**config.mk**
```make
export PLATFORM = sky130hd
export DESIGN_NAME = video_out_top
export DESIGN_NICKNAME = d
export VERILOG_FILES = /design/src/logic/video_pkg.sv /design/src/logic/line_wr_if.sv /design/src/logic/video_out_top.sv /design/src/logic/rgb_encoder.sv /design/src/logic/line_reader.sv /design/src/logic/line_writer.sv /design/src/logic/line_buffer.sv
export SDC_FILE = /design/constraint.sdc
export NUM_CORES = 2
export LEC_CHECK = 0
export ABC_CLOCK_PERIOD_IN_PS = 7300
export BUFFER_PORTS_ARGS = -buffer_cell sky130_fd_sc_hd__buf_2
export CAP_MARGIN = 10
export CORE_MARGIN = 2
export CORE_UTILIZATION = 35
export CTS_CLUSTER_DIAMETER = 120
export DETAILED_ROUTE_END_ITERATION = 12
export GPL_TIMING_DRIVEN = 1
export PLACE_DENSITY_LB_ADDON = 0.08
export SETUP_SLACK_MARGIN = 0.3
export SLEW_MARGIN = 15
export SYNTH_ARGS = -nofsm -noshare
export SYNTH_HDL_FRONTEND = slang
export SYNTH_HIERARCHICAL = 1
export SYNTH_SLANG_ARGS = --single-unit
```
**constraint.sdc**
```tcl
create_clock -name clk -period 7.3 [get_ports clk]
set_input_delay 0.73 -clock clk [delete_from_list [all_inputs] [get_ports clk]]
set_output_delay 0.73 -clock clk [all_outputs]
set_load 0.01 [all_outputs]
```
**src/logic/video_pkg.sv**
```systemverilog
package video_pkg;

   localparam int LINE_PIXELS   = 512;
   localparam int NUM_LINE_BUFS = 2;
   localparam int HSYNC_WIDTH   = 32;  // Counted in output enables.

   typedef logic [3:0] color_t;
   typedef logic [$clog2(LINE_PIXELS)-1:0] addr_t;
   typedef logic [$clog2(NUM_LINE_BUFS)-1:0] bank_t;
   typedef logic [$clog2(HSYNC_WIDTH)-1:0] sync_cnt_t;

   typedef struct packed {
      logic [3:0] r;
      logic [3:0] g;
      logic [3:0] b;
   } rgb_t;

   localparam addr_t     MAX_LINE_LEN = addr_t'(LINE_PIXELS - 1);
   localparam sync_cnt_t SYNC_LAST    = sync_cnt_t'(HSYNC_WIDTH - 1);

   // VDP standard colors, one nibble per channel.
   localparam rgb_t PALETTE [16] = '{
      12'h000,  // Transparent.
      12'h000,  // Black.
      12'h2C4,  // Medium green.
      12'h5D7,  // Light green.
      12'h55E,  // Dark blue.
      12'h77F,  // Light blue.
      12'hD54,  // Dark red.
      12'h4EF,  // Cyan.
      12'hF55,  // Medium red.
      12'hF77,  // Light red.
      12'hDC5,  // Dark yellow.
      12'hEC8,  // Light yellow.
      12'h2B3,  // Dark green.
      12'hC5B,  // Magenta.
      12'hCCC,  // Gray.
      12'hFFF   // White.
   };

endpackage
```
**src/logic/line_wr_if.sv**
```systemverilog
`timescale 1ns/1ps

interface line_wr_if;
   import video_pkg::*;

   logic   wr_en;
   bank_t  wr_bank;
   addr_t  wr_addr;
   color_t wr_data;

   modport writer (
      output wr_en,
      output wr_bank,
      output wr_addr,
      output wr_data
   );

   modport buffer (
      input wr_en,
      input wr_bank,
      input wr_addr,
      input wr_data
   );

endinterface

```
**src/logic/video_out_top.sv**
```systemverilog
`timescale 1ns/1ps

module video_out_top (
   input  logic       clk,
   input  logic       rst_i,
   input  logic       vdp_clk_en_i,
   input  logic       vga_clk_en_i,
   input  logic       vdp_hsync_i,
   input  logic [3:0] vdp_color_i,
   input  logic [3:0] overlay_color_i,
   output logic       vga_hsync_o,
   output logic       vga_de_o,
   output logic [3:0] vga_r_o,
   output logic [3:0] vga_g_o,
   output logic [3:0] vga_b_o
);
   import video_pkg::*;

   line_wr_if wr_bus ();

   logic   line_done;
   addr_t  line_len;
   bank_t  done_bank;
   addr_t  rd_addr;
   color_t rd_data [NUM_LINE_BUFS];
   logic   dbl_hsync;
   logic   dbl_de;
   color_t dbl_pixel;
   rgb_t   rgb;

   line_writer u_writer (
      .clk          (clk),
      .rst_i        (rst_i),
      .vdp_clk_en_i (vdp_clk_en_i),
      .vdp_hsync_i  (vdp_hsync_i),
      .vdp_color_i  (vdp_color_i),
      .wr           (wr_bus.writer),
      .line_done_o  (line_done),
      .line_len_o   (line_len),
      .done_bank_o  (done_bank)
   );

   for (genvar i = 0; i < NUM_LINE_BUFS; i++) begin : g_buf
      line_buffer #(.BANK_ID(bank_t'(i))) u_buf (
         .clk       (clk),
         .wr        (wr_bus.buffer),
         .rd_addr_i (rd_addr),
         .rd_data_o (rd_data[i])
      );
   end

   line_reader u_reader (
      .clk          (clk),
      .rst_i        (rst_i),
      .vga_clk_en_i (vga_clk_en_i),
      .line_done_i  (line_done),
      .line_len_i   (line_len),
      .done_bank_i  (done_bank),
      .rd_addr_o    (rd_addr),
      .rd_data_i    (rd_data),
      .vga_hsync_o  (dbl_hsync),
      .vga_de_o     (dbl_de),
      .pixel_o      (dbl_pixel)
   );

   rgb_encoder u_encoder (
      .clk             (clk),
      .rst_i           (rst_i),
      .de_i            (dbl_de),
      .hsync_i         (dbl_hsync),
      .pixel_i         (dbl_pixel),
      .overlay_color_i (overlay_color_i),
      .hsync_o         (vga_hsync_o),
      .de_o            (vga_de_o),
      .rgb_o           (rgb)
   );

   assign vga_r_o = rgb.r;
   assign vga_g_o = rgb.g;
   assign vga_b_o = rgb.b;

endmodule

```
**src/logic/rgb_encoder.sv**
```systemverilog
`timescale 1ns/1ps

module rgb_encoder (
   input  logic              clk,
   input  logic              rst_i,
   input  logic              de_i,
   input  logic              hsync_i,
   input  video_pkg::color_t pixel_i,
   input  video_pkg::color_t overlay_color_i,
   output logic              hsync_o,
   output logic              de_o,
   output video_pkg::rgb_t   rgb_o
);
   import video_pkg::*;

   color_t mix_color;
   rgb_t   lut_rgb;

   // Overlay color 0 is see-through.
   assign mix_color = (overlay_color_i != '0) ? overlay_color_i : pixel_i;
   assign lut_rgb   = PALETTE[mix_color];

   always_ff @(posedge clk) begin
      if (rst_i) begin
         hsync_o <= 1'b0;
         de_o    <= 1'b0;
         rgb_o   <= '0;
      end else begin
         hsync_o <= hsync_i;
         de_o    <= de_i;
         rgb_o   <= de_i ? lut_rgb : '0;  // Blank outside the active area.
      end
   end

endmodule

```
**src/logic/line_reader.sv**
```systemverilog
`timescale 1ns/1ps

module line_reader (
   input  logic              clk,
   input  logic              rst_i,
   input  logic              vga_clk_en_i,
   input  logic              line_done_i,
   input  video_pkg::addr_t  line_len_i,
   input  video_pkg::bank_t  done_bank_i,
   output video_pkg::addr_t  rd_addr_o,
   input  video_pkg::color_t rd_data_i [video_pkg::NUM_LINE_BUFS],
   output logic              vga_hsync_o,
   output logic              vga_de_o,
   output video_pkg::color_t pixel_o
);
   import video_pkg::*;

   typedef enum logic [1:0] {
      ST_IDLE,
      ST_SYNC,
      ST_ACTIVE
   } state_t;

   state_t    state_q;
   logic      copy_q;  // Second copy of the line when set.
   sync_cnt_t sync_cnt_q;
   addr_t     addr_q;
   addr_t     last_q;
   bank_t     bank_q;
   logic      en_q;
   logic      s1_de_q;
   logic      s1_sync_q;
   color_t    data_q;
   color_t    rd_sel;

   assign rd_addr_o = addr_q;
   assign rd_sel    = rd_data_i[bank_q];

   always_ff @(posedge clk) begin
      if (line_done_i) begin
         last_q <= line_len_i - 1'b1;
         bank_q <= done_bank_i;
      end
   end

   // A new line restarts playback even mid copy.
   always_ff @(posedge clk) begin
      if (rst_i) begin
         state_q    <= ST_IDLE;
         copy_q     <= 1'b0;
         sync_cnt_q <= '0;
         addr_q     <= '0;
      end else if (line_done_i) begin
         state_q    <= ST_SYNC;
         copy_q     <= 1'b0;
         sync_cnt_q <= '0;
         addr_q     <= '0;
      end else if (vga_clk_en_i) begin
         case (state_q)
            ST_SYNC: begin
               if (sync_cnt_q == SYNC_LAST) begin
                  sync_cnt_q <= '0;
                  state_q    <= ST_ACTIVE;
               end else begin
                  sync_cnt_q <= sync_cnt_q + 1'b1;
               end
            end
            ST_ACTIVE: begin
               if (addr_q == last_q) begin
                  addr_q <= '0;
                  if (copy_q) begin
                     state_q <= ST_IDLE;
                  end else begin
                     copy_q  <= 1'b1;
                     state_q <= ST_SYNC;
                  end
               end else begin
                  addr_q <= addr_q + 1'b1;
               end
            end
            default: begin
               state_q <= ST_IDLE;
            end
         endcase
      end
   end

   // Stage 1 marks the fetch, stage 2 emits with the returned pixel.
   always_ff @(posedge clk) begin
      if (rst_i) begin
         en_q        <= 1'b0;
         s1_de_q     <= 1'b0;
         s1_sync_q   <= 1'b0;
         vga_de_o    <= 1'b0;
         vga_hsync_o <= 1'b0;
      end else begin
         en_q <= vga_clk_en_i;
         if (vga_clk_en_i) begin
            s1_de_q     <= (state_q == ST_ACTIVE);
            s1_sync_q   <= (state_q == ST_SYNC);
            vga_de_o    <= s1_de_q;
            vga_hsync_o <= s1_sync_q;
         end
      end
   end

   always_ff @(posedge clk) begin
      if (en_q) begin
         data_q <= rd_sel;  // Read data is only valid the clock after a fetch.
      end
      if (vga_clk_en_i) begin
         pixel_o <= en_q ? rd_sel : data_q;  // Back to back enables bypass the hold.
      end
   end

endmodule

```
**src/logic/line_writer.sv**
```systemverilog
`timescale 1ns/1ps

module line_writer (
   input  logic              clk,
   input  logic              rst_i,
   input  logic              vdp_clk_en_i,
   input  logic              vdp_hsync_i,
   input  video_pkg::color_t vdp_color_i,
   line_wr_if.writer         wr,
   output logic              line_done_o,
   output video_pkg::addr_t  line_len_o,
   output video_pkg::bank_t  done_bank_o
);
   import video_pkg::*;

   logic  sync_q;
   addr_t pix_cnt_q;
   bank_t bank_q;
   logic  line_full;
   logic  sync_rise;
   bank_t bank_next;

   assign line_full = (pix_cnt_q == MAX_LINE_LEN);  // Saturate, drop the rest.

   // Sync is only looked at on pixel enables.
   assign sync_rise = vdp_clk_en_i && vdp_hsync_i && !sync_q;

   assign bank_next = (bank_q == bank_t'(NUM_LINE_BUFS - 1)) ? '0 : bank_q + 1'b1;

   assign wr.wr_en   = vdp_clk_en_i && !vdp_hsync_i && !line_full;
   assign wr.wr_bank = bank_q;
   assign wr.wr_addr = pix_cnt_q;
   assign wr.wr_data = vdp_color_i;

   assign line_done_o = sync_rise;
   assign line_len_o  = pix_cnt_q;
   assign done_bank_o = bank_q;  // Still the finished bank in the done cycle.

   always_ff @(posedge clk) begin
      if (rst_i) begin
         sync_q    <= 1'b1;  // No line done until a low period is seen.
         pix_cnt_q <= '0;
         bank_q    <= '0;
      end else if (vdp_clk_en_i) begin
         sync_q <= vdp_hsync_i;
         if (sync_rise) begin
            pix_cnt_q <= '0;
            bank_q    <= bank_next;
         end else if (wr.wr_en) begin
            pix_cnt_q <= pix_cnt_q + 1'b1;
         end
      end
   end

endmodule

```
**src/logic/line_buffer.sv**
```systemverilog
`timescale 1ns/1ps

module line_buffer #(
   parameter video_pkg::bank_t BANK_ID = '0
) (
   input  logic              clk,
   line_wr_if.buffer         wr,
   input  video_pkg::addr_t  rd_addr_i,
   output video_pkg::color_t rd_data_o
);
   import video_pkg::*;

   color_t mem [LINE_PIXELS];
   logic   bank_hit;

   // Write side is broadcast, each buffer picks out its own bank.
   assign bank_hit = (wr.wr_bank == BANK_ID);

   always_ff @(posedge clk) begin
      if (wr.wr_en && bank_hit) begin
         mem[wr.wr_addr] <= wr.wr_data;
      end
   end

   always_ff @(posedge clk) begin
      rd_data_o <= mem[rd_addr_i];  // One clock read latency.
   end

endmodule

```
== Word-level counts from Yosys, hierarchy flattened ==
Memories as Yosys holds them, arrays and structs flattened. A register that Yosys moved wholly into a read port is not among the register bits.
Index checks and enable logic that the tools add are counted.
Widths: inputs -> output; s select.

* Register bits: 53
* Bits in writable memories: 4096
* Bits in read-only memories: 192
* Input port bits: 13
* Word-level logic and storage cells: 82
* Memories kept: 3

* Add/sub/neg operators: 5
* Order comparisons: 1
* Equality and inequality tests: 9
* Mux-type cells: 20
* Bitwise operators: 4
* Reduce and logical (&&, ||, !) cells: 21

{| class="wikitable"
|+ Memory list
! name !! depth !! bits a word !! read ports !! clocked after memory_dff !! wr ports !! RTL line !! source
|-
| g_buf[0].u_buf.mem || 512 || 4 || 1 || 1 || 1 || line_buffer.sv:13 || <nowiki>color_t mem [LINE_PIXELS];</nowiki>
|-
| g_buf[1].u_buf.mem || 512 || 4 || 1 || 1 || 1 || line_buffer.sv:13 ||
|-
| (name not given) || 16 || 12 || 1 || 1 || 0 || rgb_encoder.sv:21 || <nowiki>assign lut_rgb = PALETTE[mix_color];</nowiki>
|}

{| class="wikitable"
|+ Operator list
! operator !! number
|-
| $mux 9 || 3
|-
| $mux 4 || 5
|-
| $add 9x1->9 const B || 2
|-
| $eq 9x9->1 || 1
|-
| $eq 9x9->1 const B || 1
|-
| $reduce_and 3->1 || 3
|-
| $sub 9x1->9 const B || 1
|-
| $mux 1 || 8
|-
| $reduce_and 2->1 || 4
|-
| $logic_and 1x1->1 || 6
|-
| $ne 3x2->1 const B || 2
|-
| $add 5x1->5 const B || 1
|-
| $eq 5x5->1 const B || 1
|-
| $mux 5 || 1
|-
| $not 4->5 || 1
|-
| $mux 2 || 2
|-
| $ne 2x1->1 const B || 2
|-
| $pmux 2 s2 || 1
|-
| $reduce_bool 2->1 || 2
|-
| $reduce_bool 4->1 || 1
|-
| $reduce_or 2->1 || 2
|-
| $logic_not 1->1 || 3
|-
| $eq 2x1->1 const B || 1
|-
| $eq 2x2->1 const B || 1
|-
| other kinds (4) || 5
|}

== Logic depth before layout (Yosys ltp) ==
* Word-level depth: 6
* Gate-level depth with buffers: 13
* Depth with buffers taken out: 11

== Modules after synthesis ==
The synthesis kept the hierarchy.

{| class="wikitable"
|+ Modules (own cells, without submodules)
! module !! times used !! cells an instance !! area each (µm²) !! sequential area each (µm²)
|-
| line_buffer (g_buf[0].u_buf) || 1 || 4400 || 81614.5 || 61579.1
|-
| line_buffer (g_buf[1].u_buf) || 1 || 4401 || 81597.0 || 61579.1
|-
| line_reader || 1 || 175 || 1859.3 || 940.9
|-
| rgb_encoder || 1 || 86 || 793.3 || 280.3
|-
| line_writer || 1 || 74 || 615.6 || 220.2
|}

== Least setup slack after synthesis ==
Ideal clock, no wire load.

* Path kind: in2reg
* Start: in vdp_color_i[0]
* End: mem g_buf[0].u_buf/mem[0][0] in the netlist's numbering, data pin
* Arrival time: 4383 ps
* Required time: 6347 ps
* Setup slack: 1963 ps
* Stages: 1
* Buffers on the path: 1
* Cell sequence: buf_4

{| class="wikitable"
|+ RTL lines
! element !! RTL line !! source
|-
| start, declared || video_out_top.sv:9 || <nowiki>input logic [3:0] vdp_color_i,</nowiki>
|-
| end, declared || line_buffer.sv:13 ||
|}

No word-level cell before the write port.

== Final worst setup path ==
* Start: reg u_writer.pix_cnt_q[0] (netlist: u_writer/line_len_o[0])
* End: mem g_buf[0].u_buf/mem[365][2] in the netlist's numbering (enable)

* Longest elaborated chain between the ends: 6

{| class="wikitable"
|+ Ends and longest elaborated chain
! element !! RTL line !! source
|-
| start, declared || line_writer.sv:17 || <nowiki>addr_t pix_cnt_q;</nowiki>
|-
| start signal, assigned || line_writer.sv:50 || <nowiki>pix_cnt_q <= pix_cnt_q + 1'b1;</nowiki>
|-
| $eq 9x9->1 || line_writer.sv:23 || <nowiki>assign line_full = (pix_cnt_q == MAX_LINE_LEN);</nowiki>
|-
| $logic_not 1->1 || line_writer.sv:30 || <nowiki>assign wr.wr_en = vdp_clk_en_i && !vdp_hsync_i && !line_full;</nowiki>
|-
| $logic_and 1x1->1 || line_writer.sv:30 ||
|-
| named net wr_bus.wr_en || line_wr_if.sv:6 || <nowiki>logic wr_en;</nowiki>
|-
| $logic_and 1x1->1 || line_buffer.sv:20 || <nowiki>if (wr.wr_en && bank_hit) begin</nowiki>
|-
| $mux 1 || line_buffer.sv:20 ||
|-
| $mux 1 (implied by the code) || line_buffer.sv:21 || <nowiki>mem[wr.wr_addr] <= wr.wr_data;</nowiki>
|}

The timed path passes the listed nets, and every way through them passes these cells.

==> impl_metrics.env <==
export IMPL_ys_warnings_count=6
export IMPL_synth_edf_count=4110
export IMPL_tns_ns=0
export IMPL_p_leak_nw=54.8
export IMPL_cts_root_buf="clkbuf_16"
export IMPL_drc=0
export IMPL_clock_sinks=4169
export IMPL_timing_final_crit_period_ns=4.83
export IMPL_synth_compound_area_share_pct=4.29
export IMPL_grtUsageTotal_pct=19.7
export IMPL_yosysSeqAreaShare_pct=74.8
export IMPL_core_area_mm2=0.474
export IMPL_synthTopCellsByCount="edfxtp_1 (4110), nor2_1 (1141), mux2i_1 (809)"
export IMPL_gp_congestion=0.786
export IMPL_vias=86900
export IMPL_post_cts_setup_buffers=0
export IMPL_synthFlopType="edfxtp_1"
export IMPL_ir_drop_mv=0.190
export IMPL_dieArea_mm2=0.481
export IMPL_synth_nets=9162
export IMPL_grt_pass1_vias=90400
export IMPL_cp_required_ns=7.93
export IMPL_grt_max_degree=174
export IMPL_start_util_pct=35.1
export IMPL_row_count=253
export IMPL_synth_most_common_cell="edfxtp_1"
export IMPL_synthSimpleGateAreaFrac_pct=4.72
export IMPL_cp_max_fo=32
export IMPL_slew_headroom_pct=21.4
export IMPL_crit_path_end_kind="flip-flop"
export IMPL_drtAntennaViolNets=0
export IMPL_grt_antenna_before_repair=29
export IMPL_synth_xor_area_share_pct=0.132
export IMPL_period_share_pct=66.2
export IMPL_regArea_mm2=0.125
export IMPL_via_per_inst=5.48
export IMPL_cts_buffers=451
export IMPL_synthMuxAreaShare_pct=13.8
export IMPL_synthArstFlopShare_pct=0
export IMPL_fmax_mhz=207
export IMPL_grt_remaining_overflow=0
export IMPL_worstMarginPinSlew_ns=1.18
export IMPL_cts_tree="done"
export IMPL_initialDrtViolationCount=8597
export IMPL_firstDrtPassIters=6
export IMPL_hold_path_class="in2reg"
export IMPL_power_density_mw_per_mm2=265
export IMPL_h_tree_depth=5
export IMPL_ios=27
export IMPL_wl_mm=483
export IMPL_cp_start_kind="flip-flop"
export IMPL_clk_pin_slew_ns=0.06
export IMPL_die_x_um=694
export IMPL_clock_path_buffers=4
export IMPL_grt_setup_unrepaired="false"
export IMPL_setup_viol=0
export IMPL_netlist_area_leader_share_pct=74.1
export IMPL_netlist_instances=9136
export IMPL_yosys_top_cells_area="edfxtp_1 (74%), mux4_2 (8.7%), mux2i_1 (4.9%)"
export IMPL_synth_largest_area_cell="edfxtp_1"
export IMPL_clk_latency_ns=1.03
export IMPL_syn_cell_area_mm2=0.166
export IMPL_grt_pass1_wl_mm=686
export IMPL_pre_cts_ws_ns=2.38
export IMPL_cp_arrival_ns=5.46
export IMPL_slew_violations=0
export IMPL_die_h_um=694
export IMPL_hpwlAfterDp_mm=285
export IMPL_wl_per_cell_um=30.5
export IMPL_ys_types=78
export IMPL_fin_skew_ns=0.0545
export IMPL_ys_ff_latch=4169
export IMPL_outcome="complete, no violations"
export IMPL_drv_cap=0
export IMPL_fillers=42500
export IMPL_layout_drive_gt1_share_pct=17.0
export IMPL_area_growth_pct=13.2
export IMPL_multi_input_area_mm2=0.0387
export IMPL_final_hold_viol_count=0
export IMPL_synth_top_family_by_area="multiplexers"
export IMPL_io_buffers=26
export IMPL_crit_type="reg2reg"
export IMPL_setup_slack_ns=2.47
export IMPL_final_nets=9234
export IMPL_synth_fa_ha_area_share_pct=0.0977
export IMPL_syn_avg_cell_area_um2=18.2
==> worst max-delay path, cell delays in order, from the launching register on <==
cell	delay, ns
dfxtp_1	0.46
ha_1	0.33
nand3_1	0.12
nor2_1	0.06
ha_1	0.17
or3b_1	0.54
inv_1	0.25
nor2b_1	0.28
nand2_1	0.09
nor2_1	0.59
nand3_4	0.88
nor2_1	0.64
==> cells in the final DEF, fill, tap and decap left out, types with 14 or more instances in the layout <==
cell	synthesis	routed
xnor2_1	19	19
o21ai_0	104	104
nand4_1	23	23
nand3_1	84	76
o221ai_1	338	338
mux2i_1	809	809
a222oi_1	18	18
inv_6	0	17
nand2b_1	21	19
inv_1	18	18
buf_12	6	44
dfxtp_1	59	50
nor4_1	52	52
nor2b_1	21	19
buf_4	101	166
bufinv_16	0	56
clkinv_2	0	82
clkinvlp_4	0	29
clkbuf_1	300	82
a22oi_1	36	36
and3_1	15	15
a21oi_1	200	200
nand2_4	0	26
clkbuf_16	0	456
nor2_1	1141	1141
a31oi_1	31	31
o22ai_1	160	160
clkinv_1	0	94
nor3b_1	16	14
o2bb2ai_1	16	16
a211oi_1	21	21
buf_2	61	22
edfxtp_1	4110	4110
mux4_2	645	645
nand2_1	234	207
nor3_1	134	131
==> metrics by stage <==
step	area (µm²)	hold slack, ns	power, W	instances	util, %
final	188000	0.109	0.0499	15900	39.7
after global routing	188000	0.121	0.0514	15800	39.7
after CTS	188000	0.0176	0.0505	15800	39.7
after detailed placement	173000	0.465	0.0274	15000	36.6
after global placement	173000	0.455	0.0274	15000	36.6
after floorplan	166000	0.437	0.0271	9136	-
==> state kept, by name, indices dropped and copies added (netlist names), 2 cells and up <==
name,count
u_reader/pixel_o,4
g_buf.u_buf/mem,4096
u_reader/data_q,4
g_buf.u_buf/rd_data_o,8
u_reader/state_q,2
u_writer/line_len_o,9
u_reader/last_q,9
u_encoder/rgb_o,12
u_reader/sync_cnt_q,5
u_reader/rd_addr_o,9
==> metal layers <==
metal | up-vias | GRT usage, % | wire, µm
li1 | 37300 | - | -
met1 | 46300 | 27.8 | 215000
met2 | 2641 | 32.5 | 232000
met3 | 555 | 2.83 | 26000
met4 | 4 | 4.11 | 10100
met5 | - | 0 | 27
==> power breakdown <==
group	internal [W]	switching, W	total (W)
clock network	0.0135	0.00951	0.0230
registers	0.0263	0.0000160	0.0263
logic	0.0000632	0.000491	0.000555
total	0.0398	0.0100	0.0499
==> path summary, 6_finish.rpt <==
kind                                              endpoint              startpoint  cells past startpoint  slack, ns
worst max-delay path            g_buf[0].u_buf/mem[365][2]  u_writer/line_len_o[0]                     11       2.47
worst max register to register  g_buf[0].u_buf/mem[365][2]  u_writer/line_len_o[0]                     11       2.47
worst min register to register             u_reader/copy_q         u_reader/copy_q                      2       0.47
worst min-delay path                       u_writer/sync_q             vdp_hsync_i                      2       0.11
==> cell type report <==
type	instances	area share [%]
clock inverter	295	1.63
multi-input combinational	4327	20.5
clock buffer	544	6.26
sequential	4169	66.2
timing repair buffer	237	1.22
tap	6247	4.15
antenna	9	0.0120
inverter	22	0.0518
==> timing repair <==
action | 4_1_cts | 5_1_grt
endpoints found under the hold margin | 1 | 0
gates resized for setup | 0 | 0
hold buffers | 1 | 0
==> logic make-up after synthesis <==
family	Yosys count
fa+ha+maj	13
xor+xnor	25
simple gates	1815
compound gates	1005
mux	1469
buf+inv	640
flops	4169
(Power assumes the default switching activity.)
